**src/design/board_pkg.sv**
```systemverilog
`default_nettype none

package board_pkg;

    // ------------------------------------------------
    // Microphone samples and credits

    localparam int w_mic    = 24;
    localparam int w_credit = 4;  // Enough for up to 15 credits in flight

    typedef struct packed {
        logic signed [w_mic - 1:0] value;
    } mic_sample_t;

    typedef logic [w_credit - 1:0] credit_cnt_t;

    // ------------------------------------------------
    // TM1638 keys, display image and commands

    typedef logic [7:0] tm_keys_t;  // 1 = pressed

    typedef struct packed {
        logic [7:0][7:0] digits;  // Segments hgfedcba, index 0 is leftmost
        logic [7:0]      leds;
    } tm_frame_t;

    localparam logic [7:0] tm_cmd_write = 8'h40;  // Data write with auto increment
    localparam logic [7:0] tm_cmd_read  = 8'h42;  // Key scan read
    localparam logic [7:0] tm_addr_base = 8'hc0;  // Display address 0

    function automatic logic [7:0] hex_to_segments (input logic [3:0] nibble);
        case (nibble)
            4'h0: return 8'h3f;
            4'h1: return 8'h06;
            4'h2: return 8'h5b;
            4'h3: return 8'h4f;
            4'h4: return 8'h66;
            4'h5: return 8'h6d;
            4'h6: return 8'h7d;
            4'h7: return 8'h07;
            4'h8: return 8'h7f;
            4'h9: return 8'h6f;
            4'ha: return 8'h77;
            4'hb: return 8'h7c;  // Lower case b
            4'hc: return 8'h39;
            4'hd: return 8'h5e;  // Lower case d
            4'he: return 8'h79;
            default: return 8'h71;
        endcase
    endfunction

endpackage

`default_nettype wire
```
**src/design/lab_top.sv**
```systemverilog
`timescale 1ns/1ns
`default_nettype none

module lab_top
(
    input  logic                   clk,
    input  logic                   rst_n,

    input  logic [2:0]             sw,

    input  board_pkg::mic_sample_t sample,
    input  logic                   sample_valid,
    input  logic                   sample_drop,
    output logic                   credit_return,

    input  board_pkg::tm_keys_t    keys,
    output board_pkg::tm_frame_t   frame
);

    localparam w = board_pkg::w_mic;

    logic                   clear;
    logic                   hold;
    logic [w - 1:0]         magnitude;
    logic [w - 1:0]         peak;
    logic signed [w - 1:0]  last;
    logic                   overrun;
    board_pkg::credit_cnt_t owed;
    logic [w - 1:0]         shown;
    logic [4:0]             msb_pos;
    logic [2:0]             level;

    assign clear = keys [0];
    assign hold  = keys [1];

    // Most negative value gives 24'h800000 which still fits unsigned
    assign magnitude = sample.value [w - 1] ? ~ sample.value + 1'b1 : sample.value;

    // ------------------------------------------------
    // Sample consumer

    always_ff @ (posedge clk)
        if (~ rst_n)
        begin
            peak    <= '0;
            last    <= '0;
            overrun <= 1'b0;
        end
        else
        begin
            if (sample_valid)
                last <= sample.value;

            if (clear)
            begin
                peak    <= '0;
                overrun <= 1'b0;
            end
            else
            begin
                if (sample_valid && magnitude > peak)
                    peak <= magnitude;
                if (sample_drop)
                    overrun <= 1'b1;  // Sticky until key 0
            end
        end

    // Credits held back during hold are paid out one per cycle after release
    always_ff @ (posedge clk)
        if (~ rst_n)
        begin
            credit_return <= 1'b0;
            owed          <= '0;
        end
        else
        begin
            credit_return <= 1'b0;

            if (sample_valid && ~ hold)
                credit_return <= 1'b1;
            else if (sample_valid)
                owed <= owed + 1'b1;
            else if (~ hold && owed != '0)
            begin
                credit_return <= 1'b1;
                owed          <= owed - 1'b1;
            end
        end

    // ------------------------------------------------
    // Level bar and display image

    always_comb
    begin
        msb_pos = '0;

        for (int i = 0; i < w; i ++)
            if (peak [i])
                msb_pos = 5'(i);

        level = peak == '0 ? 3'd0 : 3'(msb_pos / 5'd3);
    end

    always_comb
    begin
        shown = sw [0] ? last : peak;

        frame.digits [0] = 8'h00;
        frame.digits [1] = 8'h00;  // Both left digits blank

        for (int i = 0; i < 6; i ++)
            frame.digits [2 + i] = board_pkg::hex_to_segments (shown [w - 1 - 4 * i -: 4]);

        for (int j = 0; j < 7; j ++)
            frame.leds [j] = j < level;

        frame.leds [7] = overrun;
    end

endmodule

`default_nettype wire

```
**config.mk**
```make
export PLATFORM = sky130hd
export DESIGN_NAME = lab_top
export DESIGN_NICKNAME = d
export VERILOG_FILES = /design/src/design/board_pkg.sv /design/src/design/lab_top.sv
export SDC_FILE = /design/constraint.sdc
export NUM_CORES = 1
export LEC_CHECK = 0
export ABC_AREA = 1
export BUFFER_PORTS_ARGS = -buffer_cell sky130_fd_sc_hd__buf_4
export CAP_MARGIN = 20
export CORE_UTILIZATION = 40
export CTS_BUF_LIST = sky130_fd_sc_hd__clkbuf_8
export DETAILED_ROUTE_END_ITERATION = 16
export RECOVER_POWER = 50
export SETUP_SLACK_MARGIN = 0.1
export SYNTH_ARGS = -nofsm -noshare
export SYNTH_HDL_FRONTEND = slang
export SYNTH_SLANG_ARGS = --single-unit
export TNS_END_PERCENT = 10
```
**constraint.sdc**
```tcl
create_clock -name clk -period 9.8 [get_ports clk]
set_clock_uncertainty 0.2 [all_clocks]
set_input_delay 1.96 -clock clk [delete_from_list [all_inputs] [get_ports clk]]
set_output_delay 1.96 -clock clk [all_outputs]
set_load 0.1 [all_outputs]
```
==> results summary <==
The clock transition at the registers of the reported paths came out at 0.10 ns. The total power of the final layout came out at 1.20 mW. The worst hold margin came out at 0.281 ns.

The final routed DRC violation total came out at 0. The worst hold path was traced through 2 stages. The critical hold path startpoint is owed[3].

In this run, synthesis inferred 0 flip-flops with an integrated enable. The register cell area after layout is 0.00108 mm². The final wirelength came out at 13200 µm. The area of the die came out at 0.0137 mm². The number of buffers added by the clock tree synthesis step is 5. Counting cells, the worst reg-to-reg path comes to 12. At the worst endpoint, the arrival time is 5.93 ns.

The first-pass GRT wire length is 21700 µm. The count of final setup violators is 0. The largest net degree at the start of global routing came out at 35. The async set or reset register ratio after synthesis came out at 0. The worst-case IR drop observed on VDD is 0.272 mV. The later-pin clock latency in the skew report is 0.31 ns.

The layout net count came out at 985. The routability congestion estimate from global placement is 0.843. The number of hold buffers added after cts is 0.

The number of gates resized after CTS is 0. The final antenna-violating net count is 0. The maximum clock rate is 124 MHz.

The areal power density over the cells is 200 mW/mm². Synthesis inferred 54 register bits. The max-slew violation count is 25. The share of post-route cells with drive strength above 1 is 0.130. After detailed routing, the average wire length per cell comes to 12.6 µm. In this run the worst setup path begins at sw[0]. The switching power share of the total came out at 0.621. Counting distinct cell types in the post-synthesis netlist gives 44. The clock network fraction of design power came out at 0.103. The count of input and output buffers came out at 81. In this run the number of H-tree levels came out at 2. 112 I/O pins were placed.

The run finished, with violations left. The number of global-route vias before repair was 4568. The initial antenna violation count came out at 0. The post-CTS setup buffer count is 0. The startpoint-to-endpoint class of the critical path is primary input to primary output. The worst setup path is captured at a primary output. The HPWL after detailed placement is 10000 µm. The part of the power in registers is 0.205.

The pre-antenna-repair detailed-routing pass consisted of 5 iterations. The area growth from synthesis to final layout came out at 13.0%. The combinational group share of total power is 0.691.

The synthesis warning total is 0. The total via count after detailed routing came out at 5107. The net switching power figure is 0.745 mW. The buffer depth of the longest clock path came out at 2.

The repair_antennas step left the layout with diodes totalling 0. The relative slew slack came out at -0.0419. The checks that failed: max-capacitance violations, max-slew violations. The die is 117 µm tall. In the global route stage, overall resource usage came out at 0.199. The number of instances in the synthesized netlist is 806. The standard-cell row count is 41. The leakage power came out at 2.94 nW. The max-capacitance violation count is 2.

The internal cell power came out at 0.454 mW. Subtracting the final worst setup slack from the clock period gives 8.09 ns. The peak fanout along the critical path came out at 31.

The required time of the critical path is 7.64 ns. The most used flip-flop cell after synthesis is sky130_fd_sc_hd__dfxtp_1. Of the synthesized area, sequential elements account for 0.204. The utilization after layout came out at 0.470.

The startpoint identified for the worst register-to-register timing path is peak[18]. The setup slack of the most critical reg-to-reg path is 6.65 ns. The final count of hold timing violations came out at 0.

The total core area came out at 0.0128 mm². The aggregate negative setup slack came out at 0 ns. The worst reg2reg path endpoint is peak[22].

The leftover overflow at the end of global routing came out at 0. The ratio of routed vias to standard cells came out at 4.88. Setup repair after global routing left no endpoint under its margin. The CTS tree is done. The sink of the worst hold path is owed[3].

The area occupied by multi-input gates is 0.00365 mm². STA classifies the critical path startpoint as a primary input. Dividing the synthesized area by the synthesized cell count gives 6.59 µm².

The cell chosen for the clock root is sky130_fd_sc_hd__clkbuf_8. For the pin with the worst max-slew slack, the measured transition is 1.56 ns. The starting utilization of the core area came out at 0.416. The filler-free cell count of the finished design is 1046. In the finished design, the share of the clock period the worst path needs comes to 0.825.

The number of cells in the design after placement came out at 1039. The synthesized area came out at 0.00531 mm². The die is 117 µm wide. The number of sinks on the clock net is 54.

The detailed router's first-iteration violation count came out at 243. The min-delay analysis places its worst path in the category flop to flop. Fill cells in the final layout number 1379.
## through the flow
stage	worst slack, ns	instance area [µm²]
2_1_floorplan	2.20	5390
3_5_place_dp	2.83	5980
4_1_cts	3.08	6060
5_1_grt	1.39	6000
3_3_place_gp	2.84	5980
6_report	1.71	6000
## registers in the layout, summed over array words and instances, names as in the netlist
name	cells
overrun	1
credit_return	1
peak	24
last	24
owed	4
## per-layer routing
layer | vias to the layer above | GRT usage | wire length [µm]
met3 | 5 | 0.0247 | 435
met4 | 0 | 0.0287 | 58
met2 | 92 | 0.327 | 5790
met1 | 2285 | 0.284 | 6890
met5 | - | 0 | 0
li1 | 2725 | - | -
## cells in the mapped netlist, types with 3 or more instances
cell                       instances  area, µm²
sky130_fd_sc_hd__or2_2            19        119
sky130_fd_sc_hd__dfxtp_1          54       1080
sky130_fd_sc_hd__o21ai_0         108        541
sky130_fd_sc_hd__xor2_1           16        140
sky130_fd_sc_hd__buf_1             3       11.3
sky130_fd_sc_hd__nand4_1           5       31.3
sky130_fd_sc_hd__a21oi_1          55        275
sky130_fd_sc_hd__a211oi_1          4       30.0
sky130_fd_sc_hd__nand2_4           4       45.0
sky130_fd_sc_hd__inv_2             3       11.3
sky130_fd_sc_hd__nand2_1         122        458
sky130_fd_sc_hd__nor4_1            3       18.8
sky130_fd_sc_hd__nor2_1          113        424
sky130_fd_sc_hd__buf_4            23        173
sky130_fd_sc_hd__o21ai_1          15       75.1
sky130_fd_sc_hd__o32ai_1           6       52.6
sky130_fd_sc_hd__clkbuf_1         17       63.8
sky130_fd_sc_hd__nand3_1          13       65.1
sky130_fd_sc_hd__o22ai_1           6       37.5
sky130_fd_sc_hd__nand2_2           3       18.8
sky130_fd_sc_hd__xnor2_1           7       61.3
sky130_fd_sc_hd__ha_1             71        888
sky130_fd_sc_hd__inv_1           106        398
sky130_fd_sc_hd__nor3_1            4       20.0
## cell type report
cell class,instances,share of cell area
repair buffers,83,0.0945
multi-input cells,621,0.609
clock inverters,2,0.00125
clock buffers,5,0.0115
flip-flops and latches,54,0.180
inverters,109,0.0682
well taps,172,0.0359
## critical path, stage by stage
cell and delay [ns]:
sky130_fd_sc_hd__clkbuf_1 1.00, sky130_fd_sc_hd__inv_1 0.68, sky130_fd_sc_hd__or2_2 0.48, sky130_fd_sc_hd__o21ai_0 0.24
sky130_fd_sc_hd__inv_1 0.18, sky130_fd_sc_hd__ha_1 0.25, sky130_fd_sc_hd__nand2_1 0.10, sky130_fd_sc_hd__nand2_1 0.06
sky130_fd_sc_hd__o21ai_0 0.08, sky130_fd_sc_hd__clkbuf_1 0.88
## how the worst max path moves through the flow
stage	slack (ns)	endpoint
2_1_floorplan	2.20	frame[27]
3_3_place_gp	2.84	peak[22]
3_5_place_dp	2.83	peak[22]
4_1_cts	3.08	frame[51]
5_1_grt	1.39	frame[44]
6_report	1.71	frame[44]
## cell families after synthesis
group           share of synthesized area
compound gates                      0.206
xor+xnor                           0.0379
fa+ha+maj                           0.171
buf+inv                             0.124
flops                               0.204
mux                               0.00188
other cells                      0.000706
simple gates                        0.255
## power groups by stage
stage                     clock network [mW]  logic [mW]  registers (mW)
final                                  0.124       0.829           0.246
after CTS                              0.129       0.852           0.246
after detailed placement                   0       0.850           0.251
after global placement                     0       0.850           0.251
after floorplan                            0       0.700           0.250
after global routing                   0.138       0.898           0.248
## cells in the final DEF, fill, tap and decap left out, types with 2 or more instances in the layout
cell                       count
sky130_fd_sc_hd__nand2_1     122
sky130_fd_sc_hd__nor2_1      113
sky130_fd_sc_hd__inv_1       108
sky130_fd_sc_hd__o21ai_0     108
sky130_fd_sc_hd__ha_1         71
sky130_fd_sc_hd__buf_4        68
sky130_fd_sc_hd__a21oi_1      55
sky130_fd_sc_hd__dfxtp_1      54
sky130_fd_sc_hd__conb_1       22
sky130_fd_sc_hd__or2_2        19
sky130_fd_sc_hd__xor2_1       16
sky130_fd_sc_hd__o21ai_1      15
sky130_fd_sc_hd__clkbuf_1     15
sky130_fd_sc_hd__nand3_1      13
sky130_fd_sc_hd__xnor2_1       7
sky130_fd_sc_hd__o32ai_1       6
sky130_fd_sc_hd__o22ai_1       6
sky130_fd_sc_hd__nand4_1       5
sky130_fd_sc_hd__clkbuf_8      5
sky130_fd_sc_hd__nor3_1        4
sky130_fd_sc_hd__nand2_4       4
sky130_fd_sc_hd__a211oi_1      4
sky130_fd_sc_hd__inv_2         3
sky130_fd_sc_hd__nand2_2       3
sky130_fd_sc_hd__nor4_1        3
sky130_fd_sc_hd__nor3_2        2
sky130_fd_sc_hd__nor4_4        2
sky130_fd_sc_hd__o31ai_1       2
sky130_fd_sc_hd__a31oi_1       2
sky130_fd_sc_hd__nand3_4       2
sky130_fd_sc_hd__o21bai_1      2
Power figures use the tool's default switching activity.
