==> config.mk <==
export PLATFORM = sky130hd
export DESIGN_NAME = inmp441_mic_i2s_receiver
export DESIGN_NICKNAME = d
export VERILOG_FILES = /design/src/design/board_pkg.sv /design/src/design/inmp441_mic_i2s_receiver.sv
export SDC_FILE = /design/constraint.sdc
export NUM_CORES = 1
export LEC_CHECK = 0
export ABC_CLOCK_PERIOD_IN_PS = 3900
export BUFFER_PORTS_ARGS = -buffer_cell sky130_fd_sc_hd__buf_2
export CAP_MARGIN = 40
export CORE_UTILIZATION = 40
export DETAILED_ROUTE_END_ITERATION = 8
export HOLD_SLACK_MARGIN = 0.12
export MAX_ROUTING_LAYER = met4
export PLACE_DENSITY_LB_ADDON = 0.1
export SYNTH_ARGS = -nofsm -noshare
export SYNTH_HDL_FRONTEND = slang
export SYNTH_SLANG_ARGS = --single-unit
==> constraint.sdc <==
create_clock -name clk -period 3.9 [get_ports clk]
set_clock_uncertainty 0.05 [all_clocks]
set_input_delay 0.585 -clock clk [delete_from_list [all_inputs] [get_ports clk]]
set_output_delay 0.585 -clock clk [all_outputs]
set_load 0.05 [all_outputs]
==> src/design/board_pkg.sv <==
`default_nettype none

package board_pkg;

    // ------------------------------------------------
    // Microphone samples and credits

    localparam int w_mic    = 24;
    localparam int w_credit = 4;  // Enough for up to 15 credits in flight

    typedef struct packed {
        logic signed [w_mic - 1:0] value;
    } mic_sample_t;

    typedef logic [w_credit - 1:0] credit_cnt_t;

    // ------------------------------------------------
    // TM1638 keys, display image and commands

    typedef logic [7:0] tm_keys_t;  // 1 = pressed

    typedef struct packed {
        logic [7:0][7:0] digits;  // Segments hgfedcba, index 0 is leftmost
        logic [7:0]      leds;
    } tm_frame_t;

    localparam logic [7:0] tm_cmd_write = 8'h40;  // Data write with auto increment
    localparam logic [7:0] tm_cmd_read  = 8'h42;  // Key scan read
    localparam logic [7:0] tm_addr_base = 8'hc0;  // Display address 0

    function automatic logic [7:0] hex_to_segments (input logic [3:0] nibble);
        case (nibble)
            4'h0: return 8'h3f;
            4'h1: return 8'h06;
            4'h2: return 8'h5b;
            4'h3: return 8'h4f;
            4'h4: return 8'h66;
            4'h5: return 8'h6d;
            4'h6: return 8'h7d;
            4'h7: return 8'h07;
            4'h8: return 8'h7f;
            4'h9: return 8'h6f;
            4'ha: return 8'h77;
            4'hb: return 8'h7c;  // Lower case b
            4'hc: return 8'h39;
            4'hd: return 8'h5e;  // Lower case d
            4'he: return 8'h79;
            default: return 8'h71;
        endcase
    endfunction

endpackage

`default_nettype wire
==> src/design/inmp441_mic_i2s_receiver.sv <==
`timescale 1ns/1ns
`default_nettype none

module inmp441_mic_i2s_receiver
#(
    parameter sck_div     = 4,
              mic_credits = 2
)
(
    input  logic                   clk,
    input  logic                   rst_n,

    output logic                   sck,
    output logic                   ws,
    output logic                   lr,
    input  logic                   sd,

    output board_pkg::mic_sample_t sample,
    output logic                   sample_valid,
    output logic                   sample_drop,
    input  logic                   credit_return
);

    localparam w_div = sck_div > 1 ? $clog2 (sck_div) : 1;
    localparam w_mic = board_pkg::w_mic;

    logic [w_div - 1:0]     div_cnt;
    logic                   sck_edge;
    logic                   sck_rise;
    logic                   sck_fall;
    logic [5:0]             slot;
    logic [5:0]             next_slot;
    logic [w_mic - 1:0]     shift;
    logic                   word_done;
    logic                   send;
    board_pkg::credit_cnt_t credits;

    assign lr = 1'b0;  // Left channel

    // ------------------------------------------------
    // Bit clock and word select

    assign sck_edge  = (div_cnt == w_div'(sck_div - 1));
    assign sck_rise  = sck_edge & ~ sck;
    assign sck_fall  = sck_edge &   sck;
    assign next_slot = slot + 6'd1;

    always_ff @ (posedge clk)
        if (~ rst_n)
            div_cnt <= '0;
        else if (sck_edge)
            div_cnt <= '0;
        else
            div_cnt <= div_cnt + 1'b1;

    always_ff @ (posedge clk)
        if (~ rst_n)
        begin
            sck  <= 1'b0;
            ws   <= 1'b0;
            slot <= '0;
        end
        else
        begin
            if (sck_edge)
                sck <= ~ sck;

            if (sck_fall)
            begin
                slot <= next_slot;
                ws   <= next_slot [5];  // Low for slots 0 to 31
            end
        end

    // ------------------------------------------------
    // Data capture

    // MSB arrives in slot 1 after the word select fall
    always_ff @ (posedge clk)
        if (sck_rise && slot >= 6'd1 && slot <= 6'd24)
            shift <= { shift [w_mic - 2:0], sd };

    always_ff @ (posedge clk)
        if (~ rst_n)
            word_done <= 1'b0;
        else
            word_done <= sck_rise && slot == 6'd24;

    // ------------------------------------------------
    // Credit flow control

    assign send = word_done && credits != '0;

    always_ff @ (posedge clk)
        if (~ rst_n)
        begin
            credits      <= board_pkg::credit_cnt_t'(mic_credits);
            sample_valid <= 1'b0;
            sample_drop  <= 1'b0;
        end
        else
        begin
            sample_valid <= send;
            sample_drop  <= word_done & ~ send;  // No credit left

            case ({ send, credit_return })
                2'b10:   credits <= credits - 1'b1;
                2'b01:   credits <= credits + 1'b1;
                default: credits <= credits;
            endcase
        end

    always_ff @ (posedge clk)
        if (send)
            sample.value <= shift;

endmodule

`default_nettype wire

==> metrics.txt <==
# TYPE chip_impl_metric gauge
chip_impl_metric{name="antenna_violations_before_repair",unit=""} 0
chip_impl_info{name="yosys-top-cells-area",value="sky130_fd_sc_hd__edfxtp_1 64%, sky130_fd_sc_hd__dfxtp_1 14%, sky130_fd_sc_hd__ha_1 4.4%, sky130_fd_sc_hd__and2_1 2.2%, sky130_fd_sc_hd__xnor2_1 1.9%"} 1
chip_impl_metric{name="dr.first_iter.drc_count",unit=""} 42
chip_impl_metric{name="cap_violations",unit=""} 0
chip_impl_metric{name="worst_reg2reg_setup_slack",unit="ns"} 1.35
chip_impl_metric{name="global_route.usage.met3",unit=""} 0.0738
chip_impl_info{name="ys.flop_type",value="sky130_fd_sc_hd__edfxtp_1"} 1
chip_impl_metric{name="fp.dieW",unit="um"} 77.0
chip_impl_info{name="busiest_layer",value="met2"} 1
chip_impl_metric{name="synth-seq-cells",unit=""} 64
chip_impl_metric{name="worst_pin_slew",unit="ns"} 0.528
chip_impl_info{name="commonest_non_fill_non_tap_cell_in_the_layout",value="sky130_fd_sc_hd__edfxtp_1"} 1
chip_impl_metric{name="routedWlPerCell",unit="um"} 13.5
chip_impl_metric{name="maxSlewViolCount",unit=""} 0
chip_impl_info{name="timing.rr.end",value="credits[3]$_SDFFE_PN0P_"} 1
chip_impl_metric{name="netlist_area_before_placement",unit="um2"} 2250
chip_impl_metric{name="cts-buffers-inserted",unit=""} 9
chip_impl_metric{name="groute.layer.met2.usage",unit=""} 0.212
chip_impl_metric{name="global_route_wire_length_before_repair",unit="um"} 5710
chip_impl_metric{name="clk-insertion-delay-late",unit="ns"} 0.33
chip_impl_metric{name="yosys_warning_total",unit=""} 0
chip_impl_metric{name="num_vias",unit=""} 1141
chip_impl_metric{name="hold_viol_final",unit=""} 0
chip_impl_metric{name="total_leakage_power",unit="nW"} 1.02
chip_impl_metric{name="h_tree_lvl_count",unit=""} 3
chip_impl_metric{name="async_reset_ff_frac",unit=""} 0
chip_impl_metric{name="post-cts-setup-buffers",unit=""} 0
chip_impl_metric{name="clockPowerShare",unit=""} 0.435
chip_impl_metric{name="numPlacedInstances",unit=""} 233
chip_impl_metric{name="detailedRoute.firstPassIterationCount",unit=""} 4
chip_impl_metric{name="area_growth_syn_to_layout",unit="%"} 21.1
chip_impl_metric{name="synthCells",unit=""} 133
chip_impl_metric{name="globalRoute.totalOverflow",unit=""} 0
chip_impl_metric{name="report.final.setup_viol",unit=""} 0
chip_impl_metric{name="vias_per_cell",unit=""} 4.58
chip_impl_metric{name="power.density",unit="nW/um2"} 513
chip_impl_metric{name="timing.hold.worst_path_depth",unit=""} 1
chip_impl_metric{name="place_congestion",unit=""} 0.762
chip_impl_metric{name="peak_supply_drop",unit="mV"} 0.296
chip_impl_metric{name="placeableCoreArea",unit="um2"} 5270
chip_impl_metric{name="port_buffers",unit=""} 31
chip_impl_info{name="crit_path_start_kind",value="register"} 1
chip_impl_metric{name="remaining_drc_errors",unit=""} 0
chip_impl_info{name="hold_path_end",value="shift[0]$_DFFE_PP_"} 1
chip_impl_metric{name="die_area",unit="um2"} 5930
chip_impl_metric{name="row_count",unit=""} 26
chip_impl_metric{name="insertedDiodeCount",unit=""} 0
chip_impl_metric{name="grt_pass1_vias",unit=""} 1205
chip_impl_metric{name="postRouteWirelength",unit="um"} 3360
chip_impl_metric{name="synth_top_cell_area_share",unit=""} 0.640
chip_impl_metric{name="timing.final.crit_period",unit="ns"} 2.55
chip_impl_info{name="hold_start",value="sd"} 1
chip_impl_metric{name="synth_fp_nets",unit=""} 146
chip_impl_metric{name="intPower",unit="mW"} 1.11
chip_impl_metric{name="detail-route-antenna-nets",unit=""} 0
chip_impl_info{name="cts-root-buf",value="sky130_fd_sc_hd__clkbuf_8"} 1
chip_impl_metric{name="grt_start_max_net_pins",unit=""} 25
chip_impl_metric{name="total_switching_power",unit="mW"} 0.285
chip_impl_metric{name="min_period_over_period",unit=""} 0.654
chip_impl_metric{name="synth_edf_count",unit=""} 48
chip_impl_metric{name="slew_headroom",unit=""} 0.646
chip_impl_metric{name="critPathMaxFanout",unit=""} 10
chip_impl_metric{name="synth.distinct_cells",unit=""} 32
chip_impl_metric{name="pwr-share-comb",unit=""} 0.035
chip_impl_metric{name="ios",unit=""} 33
chip_impl_info{name="grt_setup_unrepaired",value="no"} 1
chip_impl_info{name="worstSetupPathType",value="reg -> reg"} 1
chip_impl_metric{name="grt_use_total",unit=""} 0.135
chip_impl_metric{name="grt.met1_usage",unit=""} 0.143
chip_impl_metric{name="whs",unit="ns"} 0.376
chip_impl_info{name="worstReg2RegStart",value="credits[1]$_SDFFE_PN1P_"} 1
chip_impl_metric{name="fin_setup_tns",unit="ns"} 0
chip_impl_metric{name="synth.avg_cell_area",unit="um2"} 16.9
chip_impl_info{name="synth_area_leader_cell",value="sky130_fd_sc_hd__edfxtp_1"} 1
chip_impl_metric{name="sw_frac_of_total",unit=""} 0.204
chip_impl_info{name="crit_start",value="credits[1]$_SDFFE_PN1P_"} 1
chip_impl_metric{name="clock_sink_count",unit=""} 64
chip_impl_info{name="cp-end-kind",value="register"} 1
chip_impl_metric{name="start_util",unit=""} 0.427
chip_impl_metric{name="ctsResizeCount",unit=""} 0
chip_impl_metric{name="critical_path_arrival",unit="ns"} 2.76
chip_impl_metric{name="die_h",unit="um"} 77.0
chip_impl_metric{name="layout.nets",unit=""} 187
chip_impl_metric{name="clk_path_buf_depth",unit=""} 2
chip_impl_info{name="classification_of_the_worst_slack_hold_path",value="in -> reg"} 1
chip_impl_metric{name="sequential_power_share",unit=""} 0.529
chip_impl_info{name="tritoncts",value="done"} 1
chip_impl_metric{name="max_freq",unit="MHz"} 392
chip_impl_metric{name="clock_pin_slew_worst_setup_and_hold_paths",unit="ns"} 0.07
chip_impl_metric{name="hpwlAfterDp",unit="um"} 2140
chip_impl_metric{name="hold_buffers",unit=""} 0
chip_impl_metric{name="cp.required",unit="ns"} 4.11
chip_impl_metric{name="drive_gt1_frac",unit=""} 0.307
chip_impl_metric{name="finalCoreUtilization",unit=""} 0.518
chip_impl_metric{name="seq_area_frac_synth",unit=""} 0.782
chip_impl_metric{name="worst-r2r-cell-count",unit=""} 10
chip_impl_info{name="run_status",value="finished, final reports clean"} 1
chip_impl_metric{name="fin_cells",unit=""} 249
chip_impl_info{name="most_frequent_cells_in_the_layout",value="48 x sky130_fd_sc_hd__edfxtp_1, 31 x sky130_fd_sc_hd__buf_2, 16 x sky130_fd_sc_hd__dfxtp_1, 9 x sky130_fd_sc_hd__clkbuf_8"} 1
[cells in the mapped netlist (3+ instances only)]
cell	count
sky130_fd_sc_hd__edfxtp_1	48
sky130_fd_sc_hd__xnor2_1	5
sky130_fd_sc_hd__inv_1	4
sky130_fd_sc_hd__and2_1	8
sky130_fd_sc_hd__dfxtp_1	16
sky130_fd_sc_hd__o21ai_0	3
sky130_fd_sc_hd__nand2_1	7
sky130_fd_sc_hd__ha_1	8
sky130_fd_sc_hd__and3_1	3
[how the worst max path moves through the flow]
stage / cells after the start / slack [ns] / end
finish: 10 / 1.35 / credits[3]$_SDFFE_PN0P_
global placement: 10 / 0.94 / credits[3]$_SDFFE_PN0P_
detailed placement: 10 / 1.39 / credits[3]$_SDFFE_PN0P_
global route: 10 / 1.11 / credits[3]$_SDFFE_PN0P_
floorplan: 10 / 0.81 / credits[3]$_SDFFE_PN0P_
CTS: 10 / 1.36 / credits[3]$_SDFFE_PN0P_
[area by class of cell]
type	instances	area (um2)
fillers	463	2540
clock buffers	9	124
well taps	70	87.6
flip-flops and latches	64	1760
inverters	4	15.0
multi-input cells	62	467
clock inverters	7	95.1
repair buffers	33	178
[registers in the layout (all words and copies together) (netlist names)]
| register | cells |
|---|---|
| sample | 24 |
| shift | 24 |
| slot | 5 |
| credits | 4 |
| div_cnt | 2 |
| sample_drop | 1 |
| sample_valid | 1 |
| sck | 1 |
| word_done | 1 |
| ws | 1 |
[per-stage QoR]
stage / power, mW / cell area, um2 / setup slack [ns]
4_1_cts: 1.42 / 2730 / 1.36
5_1_grt: 1.46 / 2730 / 1.11
3_3_place_gp: 0.798 / 2490 / 0.942
2_1_floorplan: 0.791 / 2250 / 0.808
3_5_place_dp: 0.804 / 2510 / 1.39
6_report: 1.40 / 2730 / 1.35
[cell families (layout without fill, tap and decap cells)]
family / Yosys count / after routing / synth area share
mux: 2 / 2 / 0.00889
fa+ha+maj: 9 / 9 / 0.0533
compound gates: 9 / 9 / 0.0239
simple gates: 34 / 34 / 0.0895
flops: 64 / 64 / 0.782
buf+inv: 7 / 53 / 0.0133
xor+xnor: 7 / 7 / 0.0272
other cells: 1 / 1 / 0.00167
[critical path, stage by stage, from the launching register on]
cell                       delay [ns]
sky130_fd_sc_hd__dfxtp_1         0.42
sky130_fd_sc_hd__nor4_1          0.10
sky130_fd_sc_hd__nor2b_2         0.45
sky130_fd_sc_hd__inv_1           0.09
sky130_fd_sc_hd__ha_1            0.21
sky130_fd_sc_hd__inv_1           0.15
sky130_fd_sc_hd__ha_1            0.30
sky130_fd_sc_hd__a21oi_1         0.21
sky130_fd_sc_hd__a211oi_1        0.10
sky130_fd_sc_hd__a31oi_1         0.19
sky130_fd_sc_hd__mux2i_1         0.20
[routing by layer]
metal,up-vias,part of all wire
li1,564,-
met1,544,0.45
met2,31,0.49
met3,2,0.056
met4,0,0.0045
met5,-,0
[power by group through the flow]
stage          Clock [mW]  Combinational, mW  Sequential [mW]
2_1_floorplan           0             0.0347            0.756
3_3_place_gp            0             0.0443            0.754
3_5_place_dp            0             0.0490            0.755
4_1_cts             0.630             0.0495            0.740
5_1_grt             0.661             0.0560            0.741
6_report            0.609             0.0491            0.741
(Power assumes the default switching activity.)
